==> config.mk <==
export PLATFORM = sky130hd
export DESIGN_NAME = local_eject_top
export DESIGN_NICKNAME = d
export VERILOG_FILES = /design/src/noc_pkg.sv /design/src/eject_unit.sv /design/src/input_fifo.sv /design/src/l_rr_processor.sv /design/src/local_eject_top.sv
export VERILOG_INCLUDE_DIRS = /design/src /design/src/src
export SDC_FILE = /design/constraint.sdc
export NUM_CORES = 1
export LEC_CHECK = 0
export ABC_CLOCK_PERIOD_IN_PS = 6600
export BUFFER_PORTS_ARGS = -buffer_cell sky130_fd_sc_hd__buf_2
export CAP_MARGIN = 10
export CORE_ASPECT_RATIO = 1.4
export CORE_MARGIN = 2
export CORE_UTILIZATION = 38
export DETAILED_ROUTE_END_ITERATION = 7
export GPL_TIMING_DRIVEN = 0
export SLEW_MARGIN = 10
export SYNTH_ARGS = -nofsm -noshare
export SYNTH_HDL_FRONTEND = slang
export SYNTH_SLANG_ARGS = --single-unit
==> constraint.sdc <==
create_clock -name clk -period 6.6 [get_ports clk]
set_clock_uncertainty 0.15 [all_clocks]
set_input_delay 1.32 -clock clk [delete_from_list [all_inputs] [get_ports clk]]
set_output_delay 1.32 -clock clk [all_outputs]
set_load 0.02 [all_outputs]
==> src/noc_params.svh <==
// all codes are 3-bit literals; next-hop code 4 means eject at this node, port codes cover links only
`ifndef NOC_PARAMS_SVH
`define NOC_PARAMS_SVH

// flit payload and buffering
`define NOC_FLIT_W      8
`define NOC_FIFO_DEPTH  4

// width of next-hop and port select codes
`define NOC_CODE_BITS   3

// next-hop codes carried in each flit
`define NOC_HOP_N  3'd0
`define NOC_HOP_S  3'd1
`define NOC_HOP_W  3'd2
`define NOC_HOP_E  3'd3
`define NOC_HOP_L  3'd4

// source link codes, also the crossbar select
`define NOC_PORT_N  3'd0
`define NOC_PORT_S  3'd1
`define NOC_PORT_W  3'd2
`define NOC_PORT_E  3'd3

`endif

==> src/noc_pkg.sv <==
// types only; widths come from noc_params.svh, order vector is one-hot with north in bit 3
`include "noc_params.svh"

package noc_pkg;

  // next-hop code carried alongside each payload
  typedef logic [`NOC_CODE_BITS-1:0] nexthop_t;

  // crossbar select, names the source link of an ejected flit
  typedef logic [`NOC_CODE_BITS-1:0] port_sel_t;

  // flit payload
  typedef logic [`NOC_FLIT_W-1:0] flit_data_t;

  // rotating priority order
  // bit 3 north, bit 2 south, bit 1 west, bit 0 east
  // the set bit marks the highest priority link
  typedef logic [3:0] rr_order_t;

endpackage

==> src/eject_unit.sv <==
// pops and registers in the same edge; eject_data_o and eject_port_o are valid only with eject_valid_o
`include "noc_params.svh"

module eject_unit (
  input  logic                clk,
  input  logic                reset_i,
  input  logic [3:0]          grant_i,
  input  noc_pkg::port_sel_t  port_sel_i,
  input  noc_pkg::flit_data_t n_data_i,
  input  noc_pkg::flit_data_t s_data_i,
  input  noc_pkg::flit_data_t w_data_i,
  input  noc_pkg::flit_data_t e_data_i,
  input  logic                eject_ready_i,
  output logic [3:0]          pop_o,
  output logic                change_order_o,
  output logic                eject_valid_o,
  output noc_pkg::flit_data_t eject_data_o,
  output noc_pkg::port_sel_t  eject_port_o
);

  noc_pkg::flit_data_t sel_data;

  logic take;

  // crossbar column for the local output
  always_comb begin
    case (port_sel_i)
      `NOC_PORT_N: sel_data = n_data_i;
      `NOC_PORT_S: sel_data = s_data_i;
      `NOC_PORT_W: sel_data = w_data_i;
      `NOC_PORT_E: sel_data = e_data_i;
      default:     sel_data = n_data_i;
    endcase
  end

  // a flit leaves only when the sink can take it
  assign take           = (grant_i != 4'b0000) && eject_ready_i;
  assign pop_o          = grant_i & {4{eject_ready_i}};
  assign change_order_o = take;

  always_ff @(posedge clk) begin
    if (reset_i) begin
      eject_valid_o <= 1'b0;
    end else begin
      eject_valid_o <= take;
    end
  end

  // payload and source held until the next ejection
  always_ff @(posedge clk) begin
    if (take) begin
      eject_data_o <= sel_data;
      eject_port_o <= port_sel_i;
    end
  end

endmodule

==> src/input_fifo.sv <==
// writes while full and pops while empty are dropped; head is valid the cycle after its write
`include "noc_params.svh"

module input_fifo #(
  parameter int DEPTH = `NOC_FIFO_DEPTH
) (
  input  logic               clk,
  input  logic               reset_i,
  input  logic               wr_i,
  input  noc_pkg::nexthop_t  wr_hop_i,
  input  noc_pkg::flit_data_t wr_data_i,
  output logic               full_o,
  input  logic               pop_i,
  output logic               head_valid_o,
  output noc_pkg::nexthop_t  head_hop_o,
  output noc_pkg::flit_data_t head_data_o
);

  localparam int PTR_W = (DEPTH > 1) ? $clog2(DEPTH) : 1;
  localparam int CNT_W = $clog2(DEPTH + 1);

  // next hop and payload stored side by side
  noc_pkg::nexthop_t   hop_mem  [DEPTH];
  noc_pkg::flit_data_t data_mem [DEPTH];

  logic [PTR_W-1:0] wr_ptr;
  logic [PTR_W-1:0] rd_ptr;
  logic [CNT_W-1:0] count;

  logic do_wr;
  logic do_pop;

  assign full_o       = (count == CNT_W'(DEPTH));
  assign head_valid_o = (count != '0);
  assign do_wr        = wr_i && !full_o;
  assign do_pop       = pop_i && head_valid_o;

  // oldest entry is always at the read pointer
  assign head_hop_o  = hop_mem[rd_ptr];
  assign head_data_o = data_mem[rd_ptr];

  always_ff @(posedge clk) begin
    if (do_wr) begin
      hop_mem[wr_ptr]  <= wr_hop_i;
      data_mem[wr_ptr] <= wr_data_i;
    end
  end

  always_ff @(posedge clk) begin
    if (reset_i) begin
      wr_ptr <= '0;
      rd_ptr <= '0;
      count  <= '0;
    end else begin
      // explicit wrap so any depth works
      if (do_wr) begin
        wr_ptr <= (wr_ptr == PTR_W'(DEPTH - 1)) ? '0 : wr_ptr + 1'b1;
      end
      if (do_pop) begin
        rd_ptr <= (rd_ptr == PTR_W'(DEPTH - 1)) ? '0 : rd_ptr + 1'b1;
      end
      if (do_wr && !do_pop) begin
        count <= count + 1'b1;
      end else if (do_pop && !do_wr) begin
        count <= count - 1'b1;
      end
    end
  end

endmodule

==> src/l_rr_processor.sv <==
// grant is combinational from heads and order; port_sel_o is only meaningful while grant_o is non-zero
`include "noc_params.svh"

module l_rr_processor (
  input  logic              clk,
  input  logic              reset_i,
  input  noc_pkg::nexthop_t n_hop_i,
  input  noc_pkg::nexthop_t s_hop_i,
  input  noc_pkg::nexthop_t w_hop_i,
  input  noc_pkg::nexthop_t e_hop_i,
  input  logic              n_valid_i,
  input  logic              s_valid_i,
  input  logic              w_valid_i,
  input  logic              e_valid_i,
  input  logic              change_order_i,
  output logic [3:0]        grant_o,
  output noc_pkg::port_sel_t port_sel_o
);

  // bit layout matches the order register
  logic [3:0] desire;

  noc_pkg::rr_order_t order_q;

  logic [1:0] start_idx;

  // only heads addressed to this node may request
  assign desire[3] = n_valid_i && (n_hop_i == `NOC_HOP_L);
  assign desire[2] = s_valid_i && (s_hop_i == `NOC_HOP_L);
  assign desire[1] = w_valid_i && (w_hop_i == `NOC_HOP_L);
  assign desire[0] = e_valid_i && (e_hop_i == `NOC_HOP_L);

  // rotate north, south, west, east, back to north
  always_ff @(posedge clk) begin
    if (reset_i) begin
      order_q <= 4'b1000;
    end else if (change_order_i) begin
      order_q <= {order_q[0], order_q[3:1]};
    end
  end

  // index of the highest priority link
  always_comb begin
    start_idx = 2'd3;
    for (int i = 0; i < 4; i++) begin
      if (order_q[i]) begin
        start_idx = 2'(i);
      end
    end
  end

  // scan downward from the start bit with wrap, first desire wins
  always_comb begin
    logic [1:0] idx;
    logic       found;
    grant_o = 4'b0000;
    found   = 1'b0;
    idx     = start_idx;
    for (int k = 0; k < 4; k++) begin
      idx = start_idx - 2'(k);
      if (!found && desire[idx]) begin
        grant_o[idx] = 1'b1;
        found        = 1'b1;
      end
    end
  end

  // one-hot grant to source link code
  always_comb begin
    case (grant_o)
      4'b1000: port_sel_o = `NOC_PORT_N;
      4'b0100: port_sel_o = `NOC_PORT_S;
      4'b0010: port_sel_o = `NOC_PORT_W;
      4'b0001: port_sel_o = `NOC_PORT_E;
      default: port_sel_o = `NOC_PORT_N;
    endcase
  end

endmodule

==> src/local_eject_top.sv <==
// local port only; a non-local head blocks its link since no other output arbiters exist
`include "noc_params.svh"

module local_eject_top (
  input  logic                clk,
  input  logic                reset_i,
  input  logic                n_wr_i,
  input  noc_pkg::nexthop_t   n_hop_i,
  input  noc_pkg::flit_data_t n_data_i,
  output logic                n_full_o,
  input  logic                s_wr_i,
  input  noc_pkg::nexthop_t   s_hop_i,
  input  noc_pkg::flit_data_t s_data_i,
  output logic                s_full_o,
  input  logic                w_wr_i,
  input  noc_pkg::nexthop_t   w_hop_i,
  input  noc_pkg::flit_data_t w_data_i,
  output logic                w_full_o,
  input  logic                e_wr_i,
  input  noc_pkg::nexthop_t   e_hop_i,
  input  noc_pkg::flit_data_t e_data_i,
  output logic                e_full_o,
  input  logic                eject_ready_i,
  output logic                eject_valid_o,
  output noc_pkg::flit_data_t eject_data_o,
  output noc_pkg::port_sel_t  eject_port_o
);

  // fifo heads
  logic                n_head_valid;
  logic                s_head_valid;
  logic                w_head_valid;
  logic                e_head_valid;
  noc_pkg::nexthop_t   n_head_hop;
  noc_pkg::nexthop_t   s_head_hop;
  noc_pkg::nexthop_t   w_head_hop;
  noc_pkg::nexthop_t   e_head_hop;
  noc_pkg::flit_data_t n_head_data;
  noc_pkg::flit_data_t s_head_data;
  noc_pkg::flit_data_t w_head_data;
  noc_pkg::flit_data_t e_head_data;

  // arbiter and ejection handshake
  logic [3:0]         grant;
  logic [3:0]         pop;
  noc_pkg::port_sel_t port_sel;
  logic               change_order;

  // pop bits follow the order layout, north in bit 3
  input_fifo #(.DEPTH(`NOC_FIFO_DEPTH)) n_fifo_i (
    .clk          (clk),
    .reset_i      (reset_i),
    .wr_i         (n_wr_i),
    .wr_hop_i     (n_hop_i),
    .wr_data_i    (n_data_i),
    .full_o       (n_full_o),
    .pop_i        (pop[3]),
    .head_valid_o (n_head_valid),
    .head_hop_o   (n_head_hop),
    .head_data_o  (n_head_data)
  );

  input_fifo #(.DEPTH(`NOC_FIFO_DEPTH)) s_fifo_i (
    .clk          (clk),
    .reset_i      (reset_i),
    .wr_i         (s_wr_i),
    .wr_hop_i     (s_hop_i),
    .wr_data_i    (s_data_i),
    .full_o       (s_full_o),
    .pop_i        (pop[2]),
    .head_valid_o (s_head_valid),
    .head_hop_o   (s_head_hop),
    .head_data_o  (s_head_data)
  );

  input_fifo #(.DEPTH(`NOC_FIFO_DEPTH)) w_fifo_i (
    .clk          (clk),
    .reset_i      (reset_i),
    .wr_i         (w_wr_i),
    .wr_hop_i     (w_hop_i),
    .wr_data_i    (w_data_i),
    .full_o       (w_full_o),
    .pop_i        (pop[1]),
    .head_valid_o (w_head_valid),
    .head_hop_o   (w_head_hop),
    .head_data_o  (w_head_data)
  );

  input_fifo #(.DEPTH(`NOC_FIFO_DEPTH)) e_fifo_i (
    .clk          (clk),
    .reset_i      (reset_i),
    .wr_i         (e_wr_i),
    .wr_hop_i     (e_hop_i),
    .wr_data_i    (e_data_i),
    .full_o       (e_full_o),
    .pop_i        (pop[0]),
    .head_valid_o (e_head_valid),
    .head_hop_o   (e_head_hop),
    .head_data_o  (e_head_data)
  );

  l_rr_processor l_rr_processor_i (
    .clk            (clk),
    .reset_i        (reset_i),
    .n_hop_i        (n_head_hop),
    .s_hop_i        (s_head_hop),
    .w_hop_i        (w_head_hop),
    .e_hop_i        (e_head_hop),
    .n_valid_i      (n_head_valid),
    .s_valid_i      (s_head_valid),
    .w_valid_i      (w_head_valid),
    .e_valid_i      (e_head_valid),
    .change_order_i (change_order),
    .grant_o        (grant),
    .port_sel_o     (port_sel)
  );

  eject_unit eject_unit_i (
    .clk            (clk),
    .reset_i        (reset_i),
    .grant_i        (grant),
    .port_sel_i     (port_sel),
    .n_data_i       (n_head_data),
    .s_data_i       (s_head_data),
    .w_data_i       (w_head_data),
    .e_data_i       (e_head_data),
    .eject_ready_i  (eject_ready_i),
    .pop_o          (pop),
    .change_order_o (change_order),
    .eject_valid_o  (eject_valid_o),
    .eject_data_o   (eject_data_o),
    .eject_port_o   (eject_port_o)
  );

endmodule

==> results of run 1 <==
==> logic make-up after synthesis <==
family / share of synthesized area (%)
other cells: 0.0399
simple gates: 8.59
mux: 10.6
flops: 68.1
compound gates: 4.95
buf+inv: 2.27
xor+xnor: 0.745
fa+ha+maj: 4.71
==> synthesized netlist by cell type (2+ instances only) <==
master	n	area, um^2
and2_1	16	100
o211ai_1	9	67.6
nor4b_1	4	35.0
nand2_1	13	48.8
nor2b_1	6	37.5
a22oi_1	12	90.1
o221a_2	2	22.5
nor4_4	3	63.8
buf_1	2	7.51
nand3_2	2	20.0
o211a_1	3	30.0
o221ai_2	2	30.0
inv_1	32	120
nor4bb_1	4	40.0
mux4_2	33	743
or4b_1	2	20.0
a21oi_1	6	30.0
and3_2	2	15.0
buf_6	2	22.5
nand4bb_1	2	22.5
dfxtp_1	41	821
nor4b_2	2	30.0
nor3_1	3	15.0
or2_2	3	18.8
buf_4	3	22.5
clkbuf_1	10	37.5
mux2i_1	24	240
or3_1	8	50.1
fa_1	4	80.1
edfxtp_1	186	5590
xor2_1	8	70.1
nor2_1	43	161
ha_1	29	363
o22ai_1	2	12.5
nor3b_1	6	45.0
nand3_1	3	15.0
o21ai_0	4	20.0
==> layer usage <==
| layer | up-vias | GRT usage (%) | share of wire, % | routed length (um) |
|---|---|---|---|---|
| met2 | 84 | 26.2 | 55 | 9770 |
| met5 | - | 0 | 0 | 0 |
| li1 | 2331 | - | - | - |
| met3 | 25 | 2.08 | 3.7 | 657 |
| met4 | 0 | 4.52 | 2.5 | 441 |
| met1 | 2480 | 16.3 | 39 | 7050 |
==> critical path, delay by kind of cell, from the launching register on <==
kind / cells / cell delay, ns
compound gates: 4 / 0.99
xor+xnor: 1 / 0.18
fa+ha+maj: 3 / 0.94
buf+inv: 3 / 0.38
flops: 1 / 0.37
mux: 1 / 0.10
simple gates: 5 / 1.19
==> sequential cells by signal (all words and copies together) (netlist names), 4 cells and up, named ones only <==
| signal | flops |
|---|---|
| e_fifo_i.data_mem | 32 |
| n_fifo_i.data_mem | 32 |
| w_fifo_i.hop_mem | 12 |
| n_fifo_i.hop_mem | 12 |
| w_fifo_i.data_mem | 32 |
| e_fifo_i.hop_mem | 12 |
| eject_unit_i.eject_data_o | 8 |
| s_fifo_i.hop_mem | 12 |
| s_fifo_i.data_mem | 32 |
| l_rr_processor_i.order_q | 4 |
==> cell type report <==
class                           instances  area share, %
Clock inverter                         12           1.16
Clock buffer                           30           5.63
Sequential cell                       227           59.0
Buffer                                 17          0.830
Timing Repair Buffer                   64           2.95
Multi-Input combinational cell        281           25.7
Inverter                               33           1.14
Tap cell                              315           3.63
==> power by group through the flow <==
stage	Clock (uW)	Combinational (uW)	Sequential, uW
CTS	1290	560	1790
finish	1250	546	1790
detailed placement	0	557	1820
floorplan	0	375	1810
global placement	0	535	1800
global route	1350	609	1800
==> worst max path at each step <==
stage                                                   startpoint                        endpoint  slack [ns]  cells past startpoint
after floorplan           l_rr_processor_i.order_q[0]$_SDFFE_PP0P_  n_fifo_i.count[2]$_SDFFE_PP0P_        2.74                     17
after global placement                                    register  w_fifo_i.count[2]$_SDFFE_PP0P_        2.33                     14
after detailed placement  l_rr_processor_i.order_q[0]$_SDFFE_PP0P_  w_fifo_i.count[2]$_SDFFE_PP0P_        2.23                     17
after CTS                 l_rr_processor_i.order_q[0]$_SDFFE_PP0P_  w_fifo_i.count[2]$_SDFFE_PP0P_        2.22                     17
after global routing      l_rr_processor_i.order_q[0]$_SDFFE_PP0P_  w_fifo_i.count[2]$_SDFFE_PP0P_        1.89                     17
final                     l_rr_processor_i.order_q[0]$_SDFFE_PP0P_  w_fifo_i.count[2]$_SDFFE_PP0P_        2.24                     17
==> metrics by stage <==
stage	hold slack (ns)	power [uW]	area, um^2	utilization (%)
global placement	0.324	2340	10100	41.3
detailed placement	0.340	2380	10100	41.3
global route	0.373	3760	10900	44.3
CTS	0.350	3640	10900	44.3
finish	0.354	3590	10900	44.3
floorplan	0.312	2190	9410	-
==> out/summary.txt, run 1 <==
Main synth FF type -> edfxtp_1
Most frequent cells in the layout -> edfxtp_1 (186), buf_2 (64), nor2_1 (43), dfxtp_1 (41), mux4_2 (33)
Initial antenna violation count -> 0
Placed cells -> 937
Crit path cell chain -> nor2b_1 -> o21ba_2 -> clkinv_1 -> ha_1 -> nor2_1 -> mux2i_1 -> and4_1 -> o21ai_2 -> o221ai_2 -> and3_1 -> inv_1 -> ha_1 -> inv_1 -> fa_1 -> xor2_1 -> or3_1 -> a21oi_1
Clock Path Buffers -> 3
Flop pwr share -> 49.8%
Multi-input logic area -> 2790 um^2
Post-synth EDFFs -> 186
GR Util All Layers -> 14.0%
Fin. max-slew vios -> 0
Die area -> 26000 um^2
Clk root buf -> clkbuf_16
Number of port buffers -> 64
DRT Pass-1 Iters -> 5
Core area -> 24500 um^2
Synth cell types -> 59
DR DRC count -> 0
Max FO, Critical Path -> 8
Gate power share -> 15.2%
Initial core utilization -> 38.4%
Critical Path Start Type -> register
Largest net degree at the start of global routing -> 16
Clock sink count -> 227
Routed length per placed instance -> 18.3 um
Worst r2r dst -> w_fifo_i.count[2]$_SDFFE_PP0P_
Final setup margin -> 2.24 ns
CP Capture Type -> register
H-tree Lvls -> 1
Ratio of cells with drive above 1 in the final layout -> 24.7%
CP required -> 6.87 ns
Ys async rst share -> 0%
Flop2flop setup slack -> 2.24 ns
Die height -> 190 um
Static Leak -> 0.00381 uW
FF+latch area -> 6410 um^2
Layout Cells excl Fill -> 979
Top-Level Pins -> 67
Net switching power -> 907 uW
Worst Path Arrival -> 4.63 ns
Hold depth -> 2
Part of the cycle the worst path needs -> 66.1%
Max-cap violations -> 0
Worst slew pin tran -> 0.682 ns
Filler Cell Count -> 2219
Post-CTS Hold Buffers -> 0
Worst r2r src -> l_rr_processor_i.order_q[0]$_SDFFE_PP0P_
Total CTS buffers -> 23
Worst slack, placed -> 2.23 ns
Row Count -> 68
Starting DRC count in detailed routing -> 243
Clk network pwr share -> 35.0%
Post_cts resized -> 0
Vias per inst -> 5.03
Post-Synthesis Cells -> 558
Post-CTS Setup Repair Bufs -> 0
Seq cells post-synth -> 227
Final Hold Fails -> 0
Clk Latency, worst-skew pair -> 0.51 ns
Cell Int Power -> 2680 uW
Fin Setup TNS -> 0 ns
Final ANT Viol Nets -> 0
PwrDens -> 330 nW/um^2
Vias in the first global route -> 5282
Highest clock rate -> 229 MHz
Mapped Area -> 9410 um^2
Unrepaired setup endpoints after global routing -> false
TritonCTS clock tree -> built
Area grow syn2layout -> 15.4%
Slew headroom -> 54.4%
Status -> complete, no violations
Register-to-Register Path Depth -> 17
CP max stage cell -> fa_1
CTS clock-pin slew for the worst setup and hold paths -> 0.06 ns
Die Wd -> 137 um
Syn Area/Cell -> 16.9 um^2
Gp weighted congestion -> 0.772
Peak supply drop -> 174 uV
Sequential element share of the synthesized area -> 68.1%
Synth warn -> 0
Crit-path max cell delay -> 0.44 ns
Switching part of the total power -> 25.3%
GRT Residual Overflow -> 0
Syn nets -> 642
Min-delay worst type -> reg2reg
Leading cell type in the layout, fill and taps excluded -> edfxtp_1
First-pass GRT wire length -> 28.1 mm
Hold worst-path end -> s_fifo_i.count[2]$_SDFFE_PP0P_
DP Wirelength -> 13.2 mm
Ant diodes -> 0
Min cycle time layout -> 4.36 ns
Drt total wl -> 17.9 mm
Nets -> 731
Min-delay src -> s_fifo_i.count[2]$_SDFFE_PP0P_
Routed vias -> 4920
Critical path class -> reg2reg
Final number of setup-violating endpoints -> 0
Power figures use the tool's default switching activity.
==> inputs of run 2 (changes only) <==
Settings changed: ABC_AREA from default to 1, ABC_CLOCK_PERIOD_IN_PS 6600 to 3700.
Clock period 6.6 ns to 3.7 ns, I/O delays scaled along.
==> run 2 against run 1 <==
Worst setup slack got worse by 1.9 ns. Sequential cell count unchanged. Final cell count grew 29%. Clock power is 70% higher. Die area grew 2.4%. Non-clock buffer count increased by 5. First-iteration DRC count rose by 35%. Critical path type unchanged.
==> out/summary.txt, run 2 <==
Initial antenna violation count -> 2
Worst path bufs/invs -> 3
GRT Residual Overflow -> 0
Seq cells post-synth -> 227
Critical Path Start Type -> register
Count leader, synth -> edfxtp_1
Clock sink count -> 227
Clk root buf -> clkbuf_16
Starting DRC count in detailed routing -> 327
Sequential element share of the synthesized area -> 66.5%
CTS clock-pin slew for the worst setup and hold paths -> 0.06 ns
Worst r2r dst -> s_fifo_i.count[2]$_SDFFE_PP0P_
Register-to-Register Path Depth -> 18
Largest net degree at the start of global routing -> 16
DP Wirelength -> 14.0 mm
Post-Synthesis Cells -> 843
Leading cell type in the layout, fill and taps excluded -> edfxtp_1
Unrepaired setup endpoints after global routing -> false
Ratio of cells with drive above 1 in the final layout -> 14.6%
Hold depth -> 1
Mapped Area -> 9640 um^2
Slew headroom -> 25.4%
CP Capture Type -> register
Max FO, Critical Path -> 10
Die height -> 192 um
First-pass GRT wire length -> 31.4 mm
Post-CTS Hold Buffers -> 0
Highest clock rate -> 300 MHz
Routed vias -> 6183
Met3 routed WL -> 847 um
Clk Latency, worst-skew pair -> 0.50 ns
Gp weighted congestion -> 0.803
Crit-path max cell delay -> 0.30 ns
Syn Area/Cell -> 11.4 um^2
Fin Setup TNS -> 0 ns
Die Wd -> 139 um
CP required -> 3.94 ns
Die area -> 26700 um^2
Max-cap violations -> 0
Fin. max-slew vios -> 0
Crit path cell chain -> buf_6 -> inv_1 -> nand3_1 -> nand3_1 -> nand2_1 -> nand3_1 -> nand2_1 -> nor2_2 -> nand3_1 -> nand3_2 -> nand3_1 -> ha_1 -> inv_1 -> fa_1 -> o21ai_0 -> a21o_1 -> o21ai_0 -> a21oi_1
Worst slack, placed -> 0.286 ns
Share of the synthesized area in the top cell type -> 58.0%
DR top layer -> met5
Number of port buffers -> 64
Core area -> 25100 um^2
Worst slew pin tran -> 1.11 ns
H-tree Lvls -> 1
WL met1 -> 8.25 mm
Final hold slack -> 0.297 ns
DRT Pass-1 Iters -> 5
Critical path class -> reg2reg
Top-Level Pins -> 67
Main synth FF type -> edfxtp_1
Post-CTS Setup Repair Bufs -> 0
Final Hold Fails -> 0
Ys async rst share -> 0%
CP max stage cell -> dfxtp_1
Yosys top cell by area -> edfxtp_1
Min-delay src -> n_data_i[0]
Vias per inst -> 4.89
Synth cell types -> 34
Synth warn -> 0
Vias in the first global route -> 5932
CP dominant cell by count -> nand3_1
Final number of setup-violating endpoints -> 0
Static Leak -> 0.00429 uW
Syn nets -> 927
Worst Path Arrival -> 3.57 ns
Row Count -> 69
Min-delay worst type -> in2reg
GR Util All Layers -> 15.0%
Area grow syn2layout -> 14.7%
Most frequent cells in the layout -> edfxtp_1 (186), nor2_1 (138), nand2_1 (84), inv_1 (79), o21ai_0 (74)
Final ANT Viol Nets -> 0
Final setup margin -> 0.370 ns
PwrDens -> 628 nW/um^2
Met2 Wirelength -> 10.4 mm
Post-synth EDFFs -> 186
Synth cell count leaders -> edfxtp_1 (186), nor2_1 (138), nand2_1 (84)
Min cycle time layout -> 3.33 ns
Final Power -> 6940 uW
Status -> complete, no violations
Nets -> 1014
Peak supply drop -> 429 uV
Filler Cell Count -> 2307
Flop2flop setup slack -> 0.37 ns
Total CTS buffers -> 22
Initial core utilization -> 38.4%
DR DRC count -> 0
Hold worst-path end -> n_fifo_i.data_mem[2][0]$_DFFE_PP_
Part of the cycle the worst path needs -> 90.0%
Post_cts resized -> 0
Cell family contributing the most delay on the critical path -> simple AND/OR/NAND/NOR gates
Area contributors post-synth -> edfxtp_1 (58%), dfxtp_1 (8.5%), nor2_1 (5.4%)
Clock Path Buffers -> 3
Drt total wl -> 20.2 mm
TritonCTS clock tree -> built
Routed length per placed instance -> 16.0 um
Util after Layout -> 44.0%
[run 2: how the worst max path moves through the flow]
stage          slack [ns]                                startpoint  cells past startpoint                        endpoint
3_5_place_dp         0.29                                  register                     15  w_fifo_i.count[1]$_SDFFE_PP0P_
3_3_place_gp         0.33                                  register                     15  n_fifo_i.count[1]$_SDFFE_PP0P_
4_1_cts              0.25                                  register                     15  w_fifo_i.count[1]$_SDFFE_PP0P_
5_1_grt              0.01                                  register                     19  n_fifo_i.count[2]$_SDFFE_PP0P_
6_report             0.37                                  register                     18  s_fifo_i.count[2]$_SDFFE_PP0P_
2_1_floorplan        0.74  l_rr_processor_i.order_q[1]$_SDFFE_PP0P_                     18  e_fifo_i.count[2]$_SDFFE_PP0P_
[run 2: cell type report]
type / count / area [um^2] / share of cell area [%]
tap: 319 / 399 / 3.61
buffer: 22 / 133 / 1.20
clock buffer: 25 / 593 / 5.37
antenna: 1 / 2.50 / 0.0226
multi-input combinational: 509 / 2790 / 25.2
timing repair buffer: 64 / 320 / 2.90
inverter: 84 / 315 / 2.85
sequential: 227 / 6410 / 58.0
clock inverter: 14 / 96.3 / 0.872
[run 2: layer usage]
layer	global-route usage, %	up-vias
met3	2.18	37
li1	-	3123
met2	28.1	130
met5	0	-
met1	17.3	2891
met4	5.93	2
[run 2: cell families (layout without fill, tap and decap cells)]
group / count (synthesis) / count (layout) / synth area share (%)
AOI/OAI and AO/OA: 142 / 142 / 8.27
adders and majority gates: 33 / 33 / 4.60
buffers and inverters: 107 / 209 / 4.69
DFF: 227 / 227 / 66.5
other: 1 / 2 / 0.0389
and+or+nand+nor: 333 / 333 / 15.9
[run 2: where the power goes]
group | switching (uW) | total (uW) | leakage [uW] | internal, uW
combinational | 1080 | 1550 | 0.00190 | 472
clock | 915 | 2130 | 0.000346 | 1220
sequential | 119 | 3250 | 0.00204 | 3130
total | 2110 | 6940 | 0.00429 | 4820
[run 2: stage by stage]
| step | instances | cell area [um^2] |
|---|---|---|
| 2_1_floorplan | 843 | 9640 |
| 3_3_place_gp | 1226 | 10400 |
| 3_5_place_dp | 1226 | 10400 |
| 4_1_cts | 1265 | 11000 |
| 5_1_grt | 1265 | 11100 |
| 6_report | 1265 | 11100 |
